## config.mk

```make
export PLATFORM = sky130hd
export DESIGN_NAME = chain_processor
export DESIGN_NICKNAME = d
export VERILOG_FILES = /design/src/scope_cmd_pkg.sv /design/src/chain_processor.sv /design/src/cmd_decoder.sv /design/src/i2c_sequencer.sv /design/src/reply_sender.sv
export SDC_FILE = /design/constraint.sdc
export NUM_CORES = 1
export LEC_CHECK = 0
export ABC_AREA = 1
export ABC_CLOCK_PERIOD_IN_PS = 13400
export BUFFER_PORTS_ARGS = -buffer_cell sky130_fd_sc_hd__buf_2
export CORE_UTILIZATION = 41
export CTS_BUF_LIST = sky130_fd_sc_hd__clkbuf_8 sky130_fd_sc_hd__clkbuf_16
export DETAILED_ROUTE_END_ITERATION = 7
export GPL_TIMING_DRIVEN = 1
export PLACE_DENSITY = 0.65
export SLEW_MARGIN = 20
export SYNTH_ARGS = -nofsm -noshare
export SYNTH_HDL_FRONTEND = slang
export SYNTH_SLANG_ARGS = --single-unit
export TNS_END_PERCENT = 100
```

## constraint.sdc

```tcl
create_clock -name clk -period 13.4 [get_ports clk]
set_input_delay 2.68 -clock clk [delete_from_list [all_inputs] [get_ports clk]]
set_output_delay 2.68 -clock clk [all_outputs]
set_load 0.02 [all_outputs]
```

## src/scope_cmd_pkg.sv

```systemverilog
// codes assume the 8 bit serial command set of the chain and one board with 4 analog channels
package scope_cmd_pkg;

	typedef logic [7:0] byte_t;      // one serial or i2c byte
	typedef logic [7:0] board_id_t;  // position in the chain
	typedef logic [3:0] chan_mask_t; // one bit per analog channel

	localparam board_id_t BOARD_ID_UNASSIGNED = 8'd200; // no id received yet

	// single byte and argument commands
	localparam byte_t CMD_ROLL_ON     = 8'd101;
	localparam byte_t CMD_ROLL_OFF    = 8'd102;
	localparam byte_t CMD_TRIG_POINT  = 8'd121; // two argument bytes, msb first
	localparam byte_t CMD_TRIG_THRESH = 8'd127;
	localparam byte_t CMD_TRIG_CHAN   = 8'd130;
	localparam byte_t CMD_TDC_DELAY   = 8'd132; // one byte reply
	localparam byte_t CMD_GAIN        = 8'd134;
	localparam byte_t CMD_I2C_RAW     = 8'd136; // count, address, three data bytes
	localparam byte_t CMD_OVERSAMP    = 8'd141;
	localparam byte_t CMD_CHIP_ID     = 8'd142; // eight byte reply

	// ranged commands, each range is ten codes wide
	localparam byte_t ID_CMD_LIMIT    = 8'd10;
	localparam byte_t LAST_CMD_BASE   = 8'd20;
	localparam byte_t ACTIVE_CMD_BASE = 8'd30;
	localparam byte_t RANGE_SPAN      = 8'd10;

	localparam int I2C_BUF_BYTES   = 3;
	localparam int REPLY_MAX_BYTES = 8;

	// first mcp io expander, gain in port bits 3:0 and oversampling in 7:4
	localparam logic [6:0] EXPANDER_ADDR     = 7'h20;
	localparam byte_t      EXPANDER_PORT_REG = 8'h12;

	// trigger point is kept inside the sample ram window
	localparam int TRIG_POINT_MIN    = 4;
	localparam int TRIG_POINT_MARGIN = 16;

endpackage

```

## src/chain_processor.sv

```systemverilog
// one board of the chain, RAM_WIDTH sets the trigger point width and must be 5 to 16
`timescale 1ns/1ps

module chain_processor #(
	parameter int RAM_WIDTH = 12
) (
	input  logic                      clk,
	input  logic                      rst_n,
	input  logic                      rx_ready,
	input  scope_cmd_pkg::byte_t      rx_data,
	input  logic                      tx_busy,
	output logic                      tx_start,
	output scope_cmd_pkg::byte_t      tx_data,
	output scope_cmd_pkg::byte_t      com_data,     // byte for the next board
	output logic                      new_com_data,
	output logic                      serial_passthrough,
	output logic [1:0]                master_clock,
	output logic                      im_the_last,
	output logic                      im_the_first,
	output logic                      rolling_trigger,
	output logic [RAM_WIDTH-1:0]      trigger_point,
	output scope_cmd_pkg::byte_t      trig_thresh,
	output scope_cmd_pkg::chan_mask_t trig_channels,
	output scope_cmd_pkg::chan_mask_t gain_sw,
	input  logic [63:0]               chip_id,
	input  scope_cmd_pkg::byte_t      delay_counter, // tdc result
	output logic                      i2c_ena,
	output logic [6:0]                i2c_addr,
	output logic                      i2c_rw,
	output scope_cmd_pkg::byte_t      i2c_datawr,
	input  logic                      i2c_busy
);
	import scope_cmd_pkg::*;

	// decoder to reply sender
	logic                         reply_start;
	logic [3:0]                   reply_count;
	logic [8*REPLY_MAX_BYTES-1:0] reply_bytes;
	logic                         reply_done;
	// decoder to i2c sequencer
	logic                         i2c_req;
	logic [6:0]                   i2c_req_addr;
	logic [1:0]                   i2c_req_count;
	logic [8*I2C_BUF_BYTES-1:0]   i2c_req_bytes;
	logic                         i2c_ack;

	cmd_decoder #(.RAM_WIDTH(RAM_WIDTH)) u_cmd_decoder (.*);

	reply_sender u_reply_sender (.*);

	i2c_sequencer u_i2c_sequencer (.*);

endmodule

```

## src/cmd_decoder.sv

```systemverilog
// one command at a time, rx bytes that arrive outside idle or read-more are lost and RAM_WIDTH must be 5 to 16
`timescale 1ns/1ps

module cmd_decoder #(
	parameter int RAM_WIDTH = 12
) (
	input  logic                                       clk,
	input  logic                                       rst_n,
	input  logic                                       rx_ready,
	input  scope_cmd_pkg::byte_t                       rx_data,
	input  logic [63:0]                                chip_id,
	input  scope_cmd_pkg::byte_t                       delay_counter,
	input  logic                                       reply_done,
	input  logic                                       i2c_ack,
	output scope_cmd_pkg::byte_t                       com_data,
	output logic                                       new_com_data,
	output logic                                       serial_passthrough,
	output logic [1:0]                                 master_clock,
	output logic                                       im_the_last,
	output logic                                       im_the_first,
	output logic                                       rolling_trigger,
	output logic [RAM_WIDTH-1:0]                       trigger_point,
	output scope_cmd_pkg::byte_t                       trig_thresh,
	output scope_cmd_pkg::chan_mask_t                  trig_channels,
	output scope_cmd_pkg::chan_mask_t                  gain_sw,
	output logic                                       reply_start,
	output logic [3:0]                                 reply_count,
	output logic [8*scope_cmd_pkg::REPLY_MAX_BYTES-1:0] reply_bytes,
	output logic                                       i2c_req,
	output logic [6:0]                                 i2c_req_addr,
	output logic [1:0]                                 i2c_req_count,
	output logic [8*scope_cmd_pkg::I2C_BUF_BYTES-1:0]  i2c_req_bytes
);
	import scope_cmd_pkg::*;

	localparam int unsigned TP_MAX   = (1 << RAM_WIDTH) - TRIG_POINT_MARGIN;
	localparam int unsigned TP_RESET = 1 << (RAM_WIDTH - 2); // quarter of the window

	typedef enum logic [2:0] {S_IDLE, S_DECODE, S_READ_MORE, S_WAIT_REPLY, S_WAIT_I2C} state_t;

	state_t     state;
	byte_t      cmd;              // command byte under decode
	byte_t      arg_buf [5];      // argument bytes, longest is the raw i2c write
	logic [2:0] arg_cnt;          // arguments collected so far
	logic [2:0] args_needed;
	byte_t      arg_fwd;          // argument byte waiting one cycle to go down the chain
	logic       arg_fwd_v;
	board_id_t  board_id;
	chan_mask_t oversamp;         // 1 means no oversampling, only bits 0 and 1 matter
	logic       ch_hit;           // channel argument belongs to this board
	chan_mask_t ch_toggle;
	logic [15:0] tp_raw;

	assign im_the_first = (board_id == '0);
	assign ch_hit       = ({2'b00, arg_buf[0][7:2]} == board_id); // channel / 4
	assign ch_toggle    = ch_hit ? chan_mask_t'(4'b0001 << arg_buf[0][1:0]) : '0;
	assign tp_raw       = {arg_buf[0], arg_buf[1]};

	always_comb begin
		case (cmd)
			CMD_TRIG_POINT:                                      args_needed = 3'd2;
			CMD_TRIG_THRESH, CMD_TRIG_CHAN, CMD_GAIN, CMD_OVERSAMP: args_needed = 3'd1;
			CMD_I2C_RAW:                                         args_needed = 3'd5;
			default:                                             args_needed = 3'd0;
		endcase
	end

	always_ff @(posedge clk) begin
		if (!rst_n) begin
			state              <= S_IDLE;
			arg_cnt            <= '0;
			arg_fwd_v          <= 1'b0;
			new_com_data       <= 1'b0;
			board_id           <= BOARD_ID_UNASSIGNED;
			master_clock       <= 2'b00; // own clock master until an id arrives
			serial_passthrough <= 1'b0;
			im_the_last        <= 1'b0;
			rolling_trigger    <= 1'b1;
			trigger_point      <= RAM_WIDTH'(TP_RESET);
			trig_thresh        <= 8'h80; // mid scale
			trig_channels      <= '1;
			gain_sw            <= '0;    // low gain on all channels
			oversamp           <= 4'b0011;
			reply_start        <= 1'b0;
			i2c_req            <= 1'b0;
		end else begin
			new_com_data <= 1'b0;
			arg_fwd_v    <= 1'b0;
			reply_start  <= 1'b0;
			if (arg_fwd_v) begin // argument goes out 2 cycles after its rx_ready
				com_data     <= arg_fwd;
				new_com_data <= 1'b1;
			end
			case (state)
				S_IDLE: begin
					arg_cnt <= '0;
					if (rx_ready) begin
						cmd   <= rx_data;
						state <= S_DECODE;
					end
				end
				S_READ_MORE: if (rx_ready) begin
					arg_buf[arg_cnt] <= rx_data;
					arg_fwd          <= rx_data;
					arg_fwd_v        <= 1'b1;
					arg_cnt          <= arg_cnt + 3'd1;
					if (arg_cnt + 3'd1 == args_needed) state <= S_DECODE;
				end
				S_WAIT_REPLY: if (reply_done) state <= S_IDLE;
				S_WAIT_I2C: if (i2c_ack) begin // sequencer has copied the request
					i2c_req <= 1'b0;
					state   <= S_IDLE;
				end
				S_DECODE: begin
					state <= S_IDLE;
					if (arg_cnt < args_needed) begin // first pass, pass command on and collect args
						com_data     <= cmd;
						new_com_data <= 1'b1;
						state        <= S_READ_MORE;
					end else if (cmd < ID_CMD_LIMIT) begin
						board_id     <= cmd;
						master_clock <= (cmd == '0) ? 2'b00 : 2'b01; // others follow board 0
						com_data     <= cmd + 8'd1; // next board gets the next id
						new_com_data <= 1'b1;
					end else if (cmd >= LAST_CMD_BASE && cmd < LAST_CMD_BASE + RANGE_SPAN) begin
						im_the_last  <= (cmd - LAST_CMD_BASE == board_id);
						com_data     <= cmd;
						new_com_data <= 1'b1;
					end else if (cmd >= ACTIVE_CMD_BASE && cmd < ACTIVE_CMD_BASE + RANGE_SPAN) begin
						if (cmd - ACTIVE_CMD_BASE == board_id) serial_passthrough <= 1'b0;
						else begin
							serial_passthrough <= 1'b1; // another board talks, relay its bytes
							com_data           <= cmd;
							new_com_data       <= 1'b1;
						end
					end else begin
						case (cmd)
							CMD_ROLL_ON, CMD_ROLL_OFF: begin
								rolling_trigger <= (cmd == CMD_ROLL_ON);
								com_data        <= cmd;
								new_com_data    <= 1'b1;
							end
							CMD_TRIG_POINT: begin
								if (tp_raw > TP_MAX) trigger_point <= RAM_WIDTH'(TP_MAX);
								else if (tp_raw < TRIG_POINT_MIN)
									trigger_point <= RAM_WIDTH'(TRIG_POINT_MIN);
								else trigger_point <= RAM_WIDTH'(tp_raw);
							end
							CMD_TRIG_THRESH: trig_thresh <= arg_buf[0];
							CMD_TRIG_CHAN: trig_channels <= trig_channels ^ ch_toggle;
							CMD_GAIN, CMD_OVERSAMP: begin // both rewrite the whole expander port
								if (cmd == CMD_GAIN) begin
									gain_sw       <= gain_sw ^ ch_toggle;
									i2c_req_bytes <= {8'h00, oversamp, gain_sw ^ ch_toggle,
										EXPANDER_PORT_REG};
								end else begin
									oversamp      <= oversamp ^ ch_toggle;
									i2c_req_bytes <= {8'h00, oversamp ^ ch_toggle, gain_sw,
										EXPANDER_PORT_REG};
								end
								i2c_req_addr  <= EXPANDER_ADDR;
								i2c_req_count <= 2'd2;
								i2c_req       <= 1'b1;
								state         <= S_WAIT_I2C;
							end
							CMD_I2C_RAW: begin
								i2c_req_count <= (arg_buf[0] > I2C_BUF_BYTES) ?
									2'(I2C_BUF_BYTES) : arg_buf[0][1:0];
								i2c_req_addr  <= arg_buf[1][6:0];
								i2c_req_bytes <= {arg_buf[4], arg_buf[3], arg_buf[2]};
								i2c_req       <= 1'b1;
								state         <= S_WAIT_I2C;
							end
							CMD_TDC_DELAY, CMD_CHIP_ID: begin
								if (serial_passthrough) begin // not addressed to us
									com_data     <= cmd;
									new_com_data <= 1'b1;
								end else begin
									reply_bytes <= (cmd == CMD_CHIP_ID) ? chip_id : {56'h0, delay_counter};
									reply_count <= (cmd == CMD_CHIP_ID) ? 4'd8 : 4'd1;
									reply_start <= 1'b1;
									state       <= S_WAIT_REPLY;
								end
							end
							default: ; // unknown codes are dropped
						endcase
					end
				end
				default: state <= S_IDLE;
			endcase
		end
	end

endmodule

```

## src/i2c_sequencer.sv

```systemverilog
// write only, up to three data bytes per request and a request with count 0 is acknowledged and dropped
`timescale 1ns/1ps

module i2c_sequencer (
	input  logic                                      clk,
	input  logic                                      rst_n,
	input  logic                                      i2c_req,
	input  logic [6:0]                                i2c_req_addr,
	input  logic [1:0]                                i2c_req_count,
	input  logic [8*scope_cmd_pkg::I2C_BUF_BYTES-1:0] i2c_req_bytes,
	input  logic                                      i2c_busy,
	output logic                                      i2c_ack,
	output logic                                      i2c_ena,
	output logic [6:0]                                i2c_addr,
	output logic                                      i2c_rw,
	output scope_cmd_pkg::byte_t                      i2c_datawr
);
	import scope_cmd_pkg::*;

	typedef enum logic [1:0] {S_IDLE, S_WAIT, S_SEND, S_HOLD} state_t;

	state_t                     state;
	logic [8*I2C_BUF_BYTES-1:0] data_buf;
	logic [6:0]                 addr;
	logic [1:0]                 count;
	logic [1:0]                 taken;    // byte the master is working on
	logic [1:0]                 next_idx;

	assign i2c_ack  = i2c_req && (state == S_IDLE); // copy happens on this edge
	assign next_idx = taken + 2'd1;

	always_ff @(posedge clk) begin
		if (!rst_n) begin
			state   <= S_IDLE;
			i2c_ena <= 1'b0;
			i2c_rw  <= 1'b0;
			taken   <= '0;
		end else begin
			case (state)
				S_IDLE: begin
					i2c_ena <= 1'b0;
					if (i2c_req) begin
						data_buf <= i2c_req_bytes;
						addr     <= i2c_req_addr;
						count    <= i2c_req_count;
						if (i2c_req_count != '0) state <= S_WAIT;
					end
				end
				S_WAIT: if (!i2c_busy) begin // master idle, open the transfer
					i2c_addr   <= addr;
					i2c_rw     <= 1'b0;
					i2c_datawr <= data_buf[7:0];
					i2c_ena    <= 1'b1;
					taken      <= '0;
					state      <= S_SEND;
				end
				S_SEND: if (i2c_busy) begin // master latched the current byte
					if (next_idx < count) i2c_datawr <= data_buf[next_idx*8 +: 8];
					state <= S_HOLD;
				end
				S_HOLD: if (!i2c_busy) begin // one byte finished
					if (taken == count - 2'd1) begin
						i2c_ena <= 1'b0;
						state   <= S_IDLE;
					end else begin
						taken <= next_idx;
						state <= S_SEND;
					end
				end
				default: state <= S_IDLE;
			endcase
		end
	end

endmodule

```

## src/reply_sender.sv

```systemverilog
// bytes go out lsb byte first and a reply_start with count 0 only returns reply_done
`timescale 1ns/1ps

module reply_sender (
	input  logic                                       clk,
	input  logic                                       rst_n,
	input  logic                                       reply_start,
	input  logic [3:0]                                 reply_count,
	input  logic [8*scope_cmd_pkg::REPLY_MAX_BYTES-1:0] reply_bytes,
	input  logic                                       tx_busy,
	output logic                                       tx_start,
	output scope_cmd_pkg::byte_t                       tx_data,
	output logic                                       reply_done
);
	import scope_cmd_pkg::*;

	localparam int IDX_W = $clog2(REPLY_MAX_BYTES);

	typedef enum logic [1:0] {S_IDLE, S_WAIT, S_GAP} state_t;

	state_t                       state;
	logic [8*REPLY_MAX_BYTES-1:0] burst; // latched reply
	logic [3:0]                   count;
	logic [IDX_W-1:0]             idx;   // byte being sent

	always_ff @(posedge clk) begin
		if (!rst_n) begin
			state      <= S_IDLE;
			tx_start   <= 1'b0;
			reply_done <= 1'b0;
			idx        <= '0;
		end else begin
			tx_start   <= 1'b0;
			reply_done <= 1'b0;
			case (state)
				S_IDLE: if (reply_start) begin
					burst <= reply_bytes;
					count <= reply_count;
					idx   <= '0;
					if (reply_count == '0) reply_done <= 1'b1;
					else state <= S_WAIT;
				end
				S_WAIT: if (!tx_busy) begin // uart free, start one byte
					tx_data  <= burst[idx*8 +: 8];
					tx_start <= 1'b1;
					state    <= S_GAP;
				end
				S_GAP: begin // uart raises busy during this cycle
					if (4'(idx) + 4'd1 == count) begin
						reply_done <= 1'b1;
						state      <= S_IDLE;
					end else begin
						idx   <= idx + 1'b1;
						state <= S_WAIT;
					end
				end
				default: state <= S_IDLE;
			endcase
		end
	end

endmodule

```

Word level (Yosys, flattened, before mapping) --
Memories as Yosys holds them, arrays and structs flattened. Cells that the tools add are included.
Word-level totals: memory bits (writable) 40, flip-flop bits (word level) 316, input bits 85, memories kept 1, logic and storage cells 262
Memory list:
- u_cmd_decoder.arg_buf | words 5, width 8, rd ports 5, clocked after memory_dff 0, write ports 1, RTL line cmd_decoder.sv:43 | byte_t arg_buf [5];
Operators by class: mux-type cells 89, shift-type cells 3, magnitude comparators 10, bitwise logic cells 14, $add $sub $neg 8, equality and inequality tests 47, reduce and logical (&&, ||, !) cells 50
Operator list (number):
- 8-bit 2-to-1 mux | 12
- 64-bit by 7-bit indexed part select with 8-bit output | 1
- 8-bit == test, second input constant | 6
- 24-bit case mux with 2 select lines | 1
- 3-bit 2-to-1 mux | 12
- 2-bit inequality test, second input constant | 18
- 8-bit by 7-bit == test with 1-bit output, second input constant | 4
- 8-bit case mux with 2 select lines | 2
- 1-bit 2-to-1 mux | 29
- 2-bit 2-to-1 mux | 14
- 7-bit AND reduction | 4
- 3-bit AND reduction | 9
- 12-bit 2-to-1 mux | 2
- 6-bit AND reduction | 4
- 24-bit by 6-bit indexed part select with 8-bit output | 1
- 5-bit AND reduction | 4
- 3-bit case mux with 2 select lines | 3
- 8-bit == test | 2
- 8-bit by 5-bit >= comparator with 1-bit output, second input constant | 2
- 16-bit by 12-bit > comparator with 1-bit output, second input constant | 1
- 8-bit zero test | 2
- 16-bit by 3-bit < comparator with 1-bit output, second input constant | 1
- 16-bit 2-to-1 mux | 1
- 8-bit by 5-bit subtractor with 8-bit output, second input constant | 2
- other kinds (46) | 84

Logic depth before layout (Yosys ltp) --
word-level depth 8, depth in mapped cells 20

Cells and area by module --
Synthesis repeated with hierarchy kept, for this count alone.
Second synthesis, totals: cell total of the unflattened synthesis 1422, area total of the unflattened synthesis 15080.7 µm²
By module, submodules not included:
- cmd_decoder | times used 1, cells each 1002, area each 9774.4 µm², seq. area each 5975.7 µm²
- reply_sender | times used 1, cells each 259, area each 3260.6 µm², seq. area each 2422.3 µm²
- i2c_sequencer | times used 1, cells each 161, area each 2045.7 µm², seq. area each 1541.5 µm²

Worst setup path before layout --
Ideal clock, no wire load.
path kind input-to-reg, start input rst_n, end register u_reply_sender.burst[0] (enable), slack 3.561 ns, arrival time 9.186 ns, data required time 12.747 ns, stages on the path 3, library setup time 0.653 ns, path buffers 1, cell sequence inv_2 > buf_1 > nor4_1
On the way: cells in the longest elaborated chain, start to end 1
Ends and longest elaborated chain:
- start: declaration | RTL line chain_processor.sv:8 | input logic rst_n,
- 3-bit AND reduction (no source line)
- end signal: assignment | RTL line reply_sender.sv:37 | burst <= reply_bytes;
- end: declaration | RTL line reply_sender.sv:22 | logic [8*REPLY_MAX_BYTES-1:0] burst;
No other way between the ends. A chain may end at the register's enable or synchronous reset.

Worst setup path in the final report --
start register u_cmd_decoder.cmd[5], end register u_cmd_decoder.reply_bytes[6] (netlist bit) (enable)
On the way: cells in the longest elaborated chain, start to end 6, elaborated cells on any way between the ends 24
Ends and longest elaborated chain:
- start: declaration | RTL line cmd_decoder.sv:42 | byte_t cmd;
- start signal: assignment | RTL line cmd_decoder.sv:98 | cmd <= rx_data;
- 8-bit by 7-bit == test with 1-bit output or 8-bit == test (tied branches) | RTL line cmd_decoder.sv:60 | case (cmd)
- 4-bit OR reduction | RTL line cmd_decoder.sv:60
- 3-bit case mux with 3 select lines | RTL line cmd_decoder.sv:60
- 3-bit < comparator | RTL line cmd_decoder.sv:116 | if (arg_cnt < args_needed) begin
- 1-bit NOT (no source line)
- 8-bit AND reduction (no source line) *
- end signal: assignment | RTL line cmd_decoder.sv:179 | reply_bytes <= (cmd == CMD_CHIP_ID) ? chip_id : {56'h0, delay_counter};
- end: declaration | RTL line cmd_decoder.sv:28 | output logic [8*scope_cmd_pkg::REPLY_MAX_BYTES-1:0] reply_bytes,
Every way passes the cells marked *; elsewhere a longest branch is shown, timed or not.

==> impl_metrics.yaml <==
outcome:
  status: "complete, but fails checks"
  violations: "DRC"
worst_setup_path:
  cp-startpoint: "u_cmd_decoder.cmd[5]"
  reg2reg_depth: 15
  cp_data_required_time_ps: 13540
  crit_top_cell: "nand3_1"
  cp_slowest_cell: "buf_4"
  cp-start-kind: "flop"
  cp-end-kind: "flop"
  criticalPathCategory: "reg -> reg"
  reg2reg_from: "u_cmd_decoder.cmd[5]"
  max_stage_delay_ps: 680
  cp_max_fo: 66
  crit_chain: "clkinv_1 -> nand2_1 -> nor2_1 -> nand3_1 -> buf_4 -> inv_1 -> nor3_1 -> nand3_1 -> ha_1 -> inv_1 -> a31oi_2 -> nor2_1 -> nand3_1 -> nor2_4 -> buf_4"
  worstPathArrival_ps: 4830
cts:
  cts_made_buffers: 37
  cts_root_buffer: "clkbuf_16"
  cts-resized-gates: 0
  hold_buffers: 0
  cts_buffer_depth: 3
  clock_sinks: 351
  cts_htree_levels: 2
  clk_pin_slew_worst_paths_ps: 60
  cts_tree: "done"
  cts_setup_buffers: 0
  insertion_delay_ps: 520
timing:
  period_share_pct: 35.0
  whs_ps: 412
  max_slew_margin_pct: 31.2
  hold_violations: 0
  tightest_slew_ps: 1030
  setup_viol: 0
  maxClockFrequency_ghz: 0.213
  drv_slew: 0
  fin_crit_ps: 4690
  grt_setup_unrepaired: "no"
  fin_setup_tns_ps: 0
  skew_ps: 14.5
placed_design:
  port_buffers: 151
  post-dp-hpwl_um: 24300
  place_congestion: 0.900
detailed_routing:
  routed_wl_um: 34900
  antenna_left: 0
  via_count: 10600
  firstDrtPassIters: 7
  via_per_inst: 5.05
  drt_iter0_drc: 880
  detail_route.wl_per_cell_um: 16.6
  drc_errors: 16
synthesis:
  syn_area_um2: 15000
  postSynthCellCount: 1447
  syn_avg_cell_area_um2: 10.4
  ys_types: 46
  ys_seq_area_share_pct: 65.8
  yosysWarnings: 0
  yosys_register_bits: 351
die:
  rows: 69
  io_pins: 154
  core_um2: 35800
  die-area_um2: 37400
  die_y_um: 193
  start_util_pct: 41.9
  die_x_um: 193
run:
  max_cap_viol_count: 0
global_routing:
  grt_overflow_total: 0
  grt_usage_pct: 18.6
  grt_pass1_wl_um: 54600
  grt_max_degree: 67
  grt_pass1_vias: 10000
  grt_antenna_before_repair: 0
pwr:
  p_clk_share_pct: 38.7
  p_per_area_nw_per_um2: 147
  leakage_nw: 7.20
  p_sw_w: 0.000669
  combinationalPowerShare_pct: 13.3
  internal-power_w: 0.00190
  seqPwrFrac_pct: 48.0
  p_sw_share_pct: 26.0
  peakVddDrop_uv: 103
  total_power_w: 0.00257
min_path:
  hp-class: "reg -> reg"
  worstHoldStart: "u_cmd_decoder.reply_bytes[28]"
  hold_depth: 0
finish:
  fill_cells: 3209
  post-route-util_pct: 48.8
  drive_gt1_share_pct: 16.8
  num-nets-final: 1710
  area_delta_synth_final_pct: 16.4
==> kinds of logic after synthesis <==
family / synth area share [%]
flops: 65.8
xor+xnor: 1.11
mux: 0.0666
simple gates: 17.5
fa+ha+maj: 1.50
compound gates: 7.78
buf+inv: 6.20
other cells: 0.0250
==> routing by layer <==
metal  share of wire [%]  vias to the layer above  track usage (%)  routed length, µm
li1                    -                     5192                -                  -
met4                 4.0                        0             8.06               1390
met1                  42                     4950             24.3              14800
met3                 6.5                       81             3.49               2270
met5                   0                        -                0                  0
met2                  47                      367             30.1              16400
==> sequential cells by signal, indices dropped and copies added, names as in the netlist, 12 cells and up <==
signal / flops
u_cmd_decoder.i2c_req_bytes: 24
u_cmd_decoder.trigger_point: 12
u_cmd_decoder.arg_buf: 40
u_i2c_sequencer.data_buf: 24
u_reply_sender.burst: 64
u_cmd_decoder.reply_bytes: 64
==> layout make-up <==
type | count | area, µm² | share of cell area [%]
Sequential cell | 351 | 9880 | 56.5
Multi-Input combinational cell | 861 | 4250 | 24.3
Clock buffer | 41 | 992 | 5.68
Timing Repair Buffer | 165 | 861 | 4.92
Inverter | 191 | 717 | 4.10
Tap cell | 461 | 577 | 3.30
Clock inverter | 26 | 201 | 1.15
Antenna cell | 1 | 2.50 | 0.0143
==> worst paths after layout <==
check / slack (ps) / end
max: 8710 / u_cmd_decoder.reply_bytes[6]
min: 410 / u_reply_sender.burst[28]
max reg2reg: 8710 / u_cmd_decoder.reply_bytes[6]
min reg2reg: 410 / u_reply_sender.burst[28]
==> synth_stat cells, drive strengths merged <==
cell     count  area [µm²]
edfxtp     285        8560
o2111ai      3        26.3
inv        188         706
a221oi       1        8.76
xnor2        7        61.3
a211oi       4        30.0
o21ai       98         490
dfxtp       66        1320
nor2       221         885
nor3        32         188
a21oi       64         320
mux2i        1        10.0
ha          18         225
o22ai        9        56.3
or2          8        50.1
nand3       69         355
clkinv       3        11.3
nand2      259        1010
a32o         8        80.1
nand4       11        68.8
and2         1        6.26
nand3b       1        7.51
conb         1        3.75
a31oi       13        87.6
a31o         1        8.76
a21o         2        15.0
o211ai       5        37.5
nor4        10        62.6
clkbuf      31         116
buf         14        97.6
xor2        12         105
o31ai        1        7.51
==> metrics by stage <==
stage          cell area, µm²  std cells  setup WS, ps
2_1_floorplan           15000       1448          3560
3_3_place_gp            16300       2029          8450
3_5_place_dp            16300       2029          8400
4_1_cts                 17500       2096          8740
5_1_grt                 17500       2096          8400
6_report                17500       2097          8710
==> critical path, delay by kind of cell, from the launching register on <==
family / cells / cell delay [ps]
AOI/OAI and AO/OA: 1 / 210
adders and majority gates: 1 / 200
buffers and inverters: 5 / 1630
DFF: 1 / 650
and+or+nand+nor: 8 / 1560
==> power by group through the flow <==
stage	sequential, W	clock (W)	combinational, W
3_3_place_gp	0.00126	0	0.000336
6_report	0.00124	0.000996	0.000342
5_1_grt	0.00124	0.00106	0.000381
3_5_place_dp	0.00126	0	0.000338
4_1_cts	0.00123	0.00102	0.000340
2_1_floorplan	0.00126	0	0.000237
==> cell usage in the layout (no fill, tap or decap), drive strengths merged, types with 5 or more instances in the layout <==
| cell | instances |
|---|---|
| nand4 | 11 |
| clkinv | 14 |
| nor4 | 10 |
| o21ai | 98 |
| edfxtp | 285 |
| xor2 | 12 |
| a32o | 8 |
| nor3 | 32 |
| nand3 | 69 |
| a31oi | 13 |
| a21oi | 64 |
| dfxtp | 66 |
| xnor2 | 7 |
| ha | 18 |
| nand2 | 259 |
| o22ai | 9 |
| o211ai | 5 |
| or2 | 8 |
| inv | 198 |
| clkbuf | 41 |
| nor2 | 221 |
| buf | 165 |
Note: power is estimated with default switching activity, not from simulation.
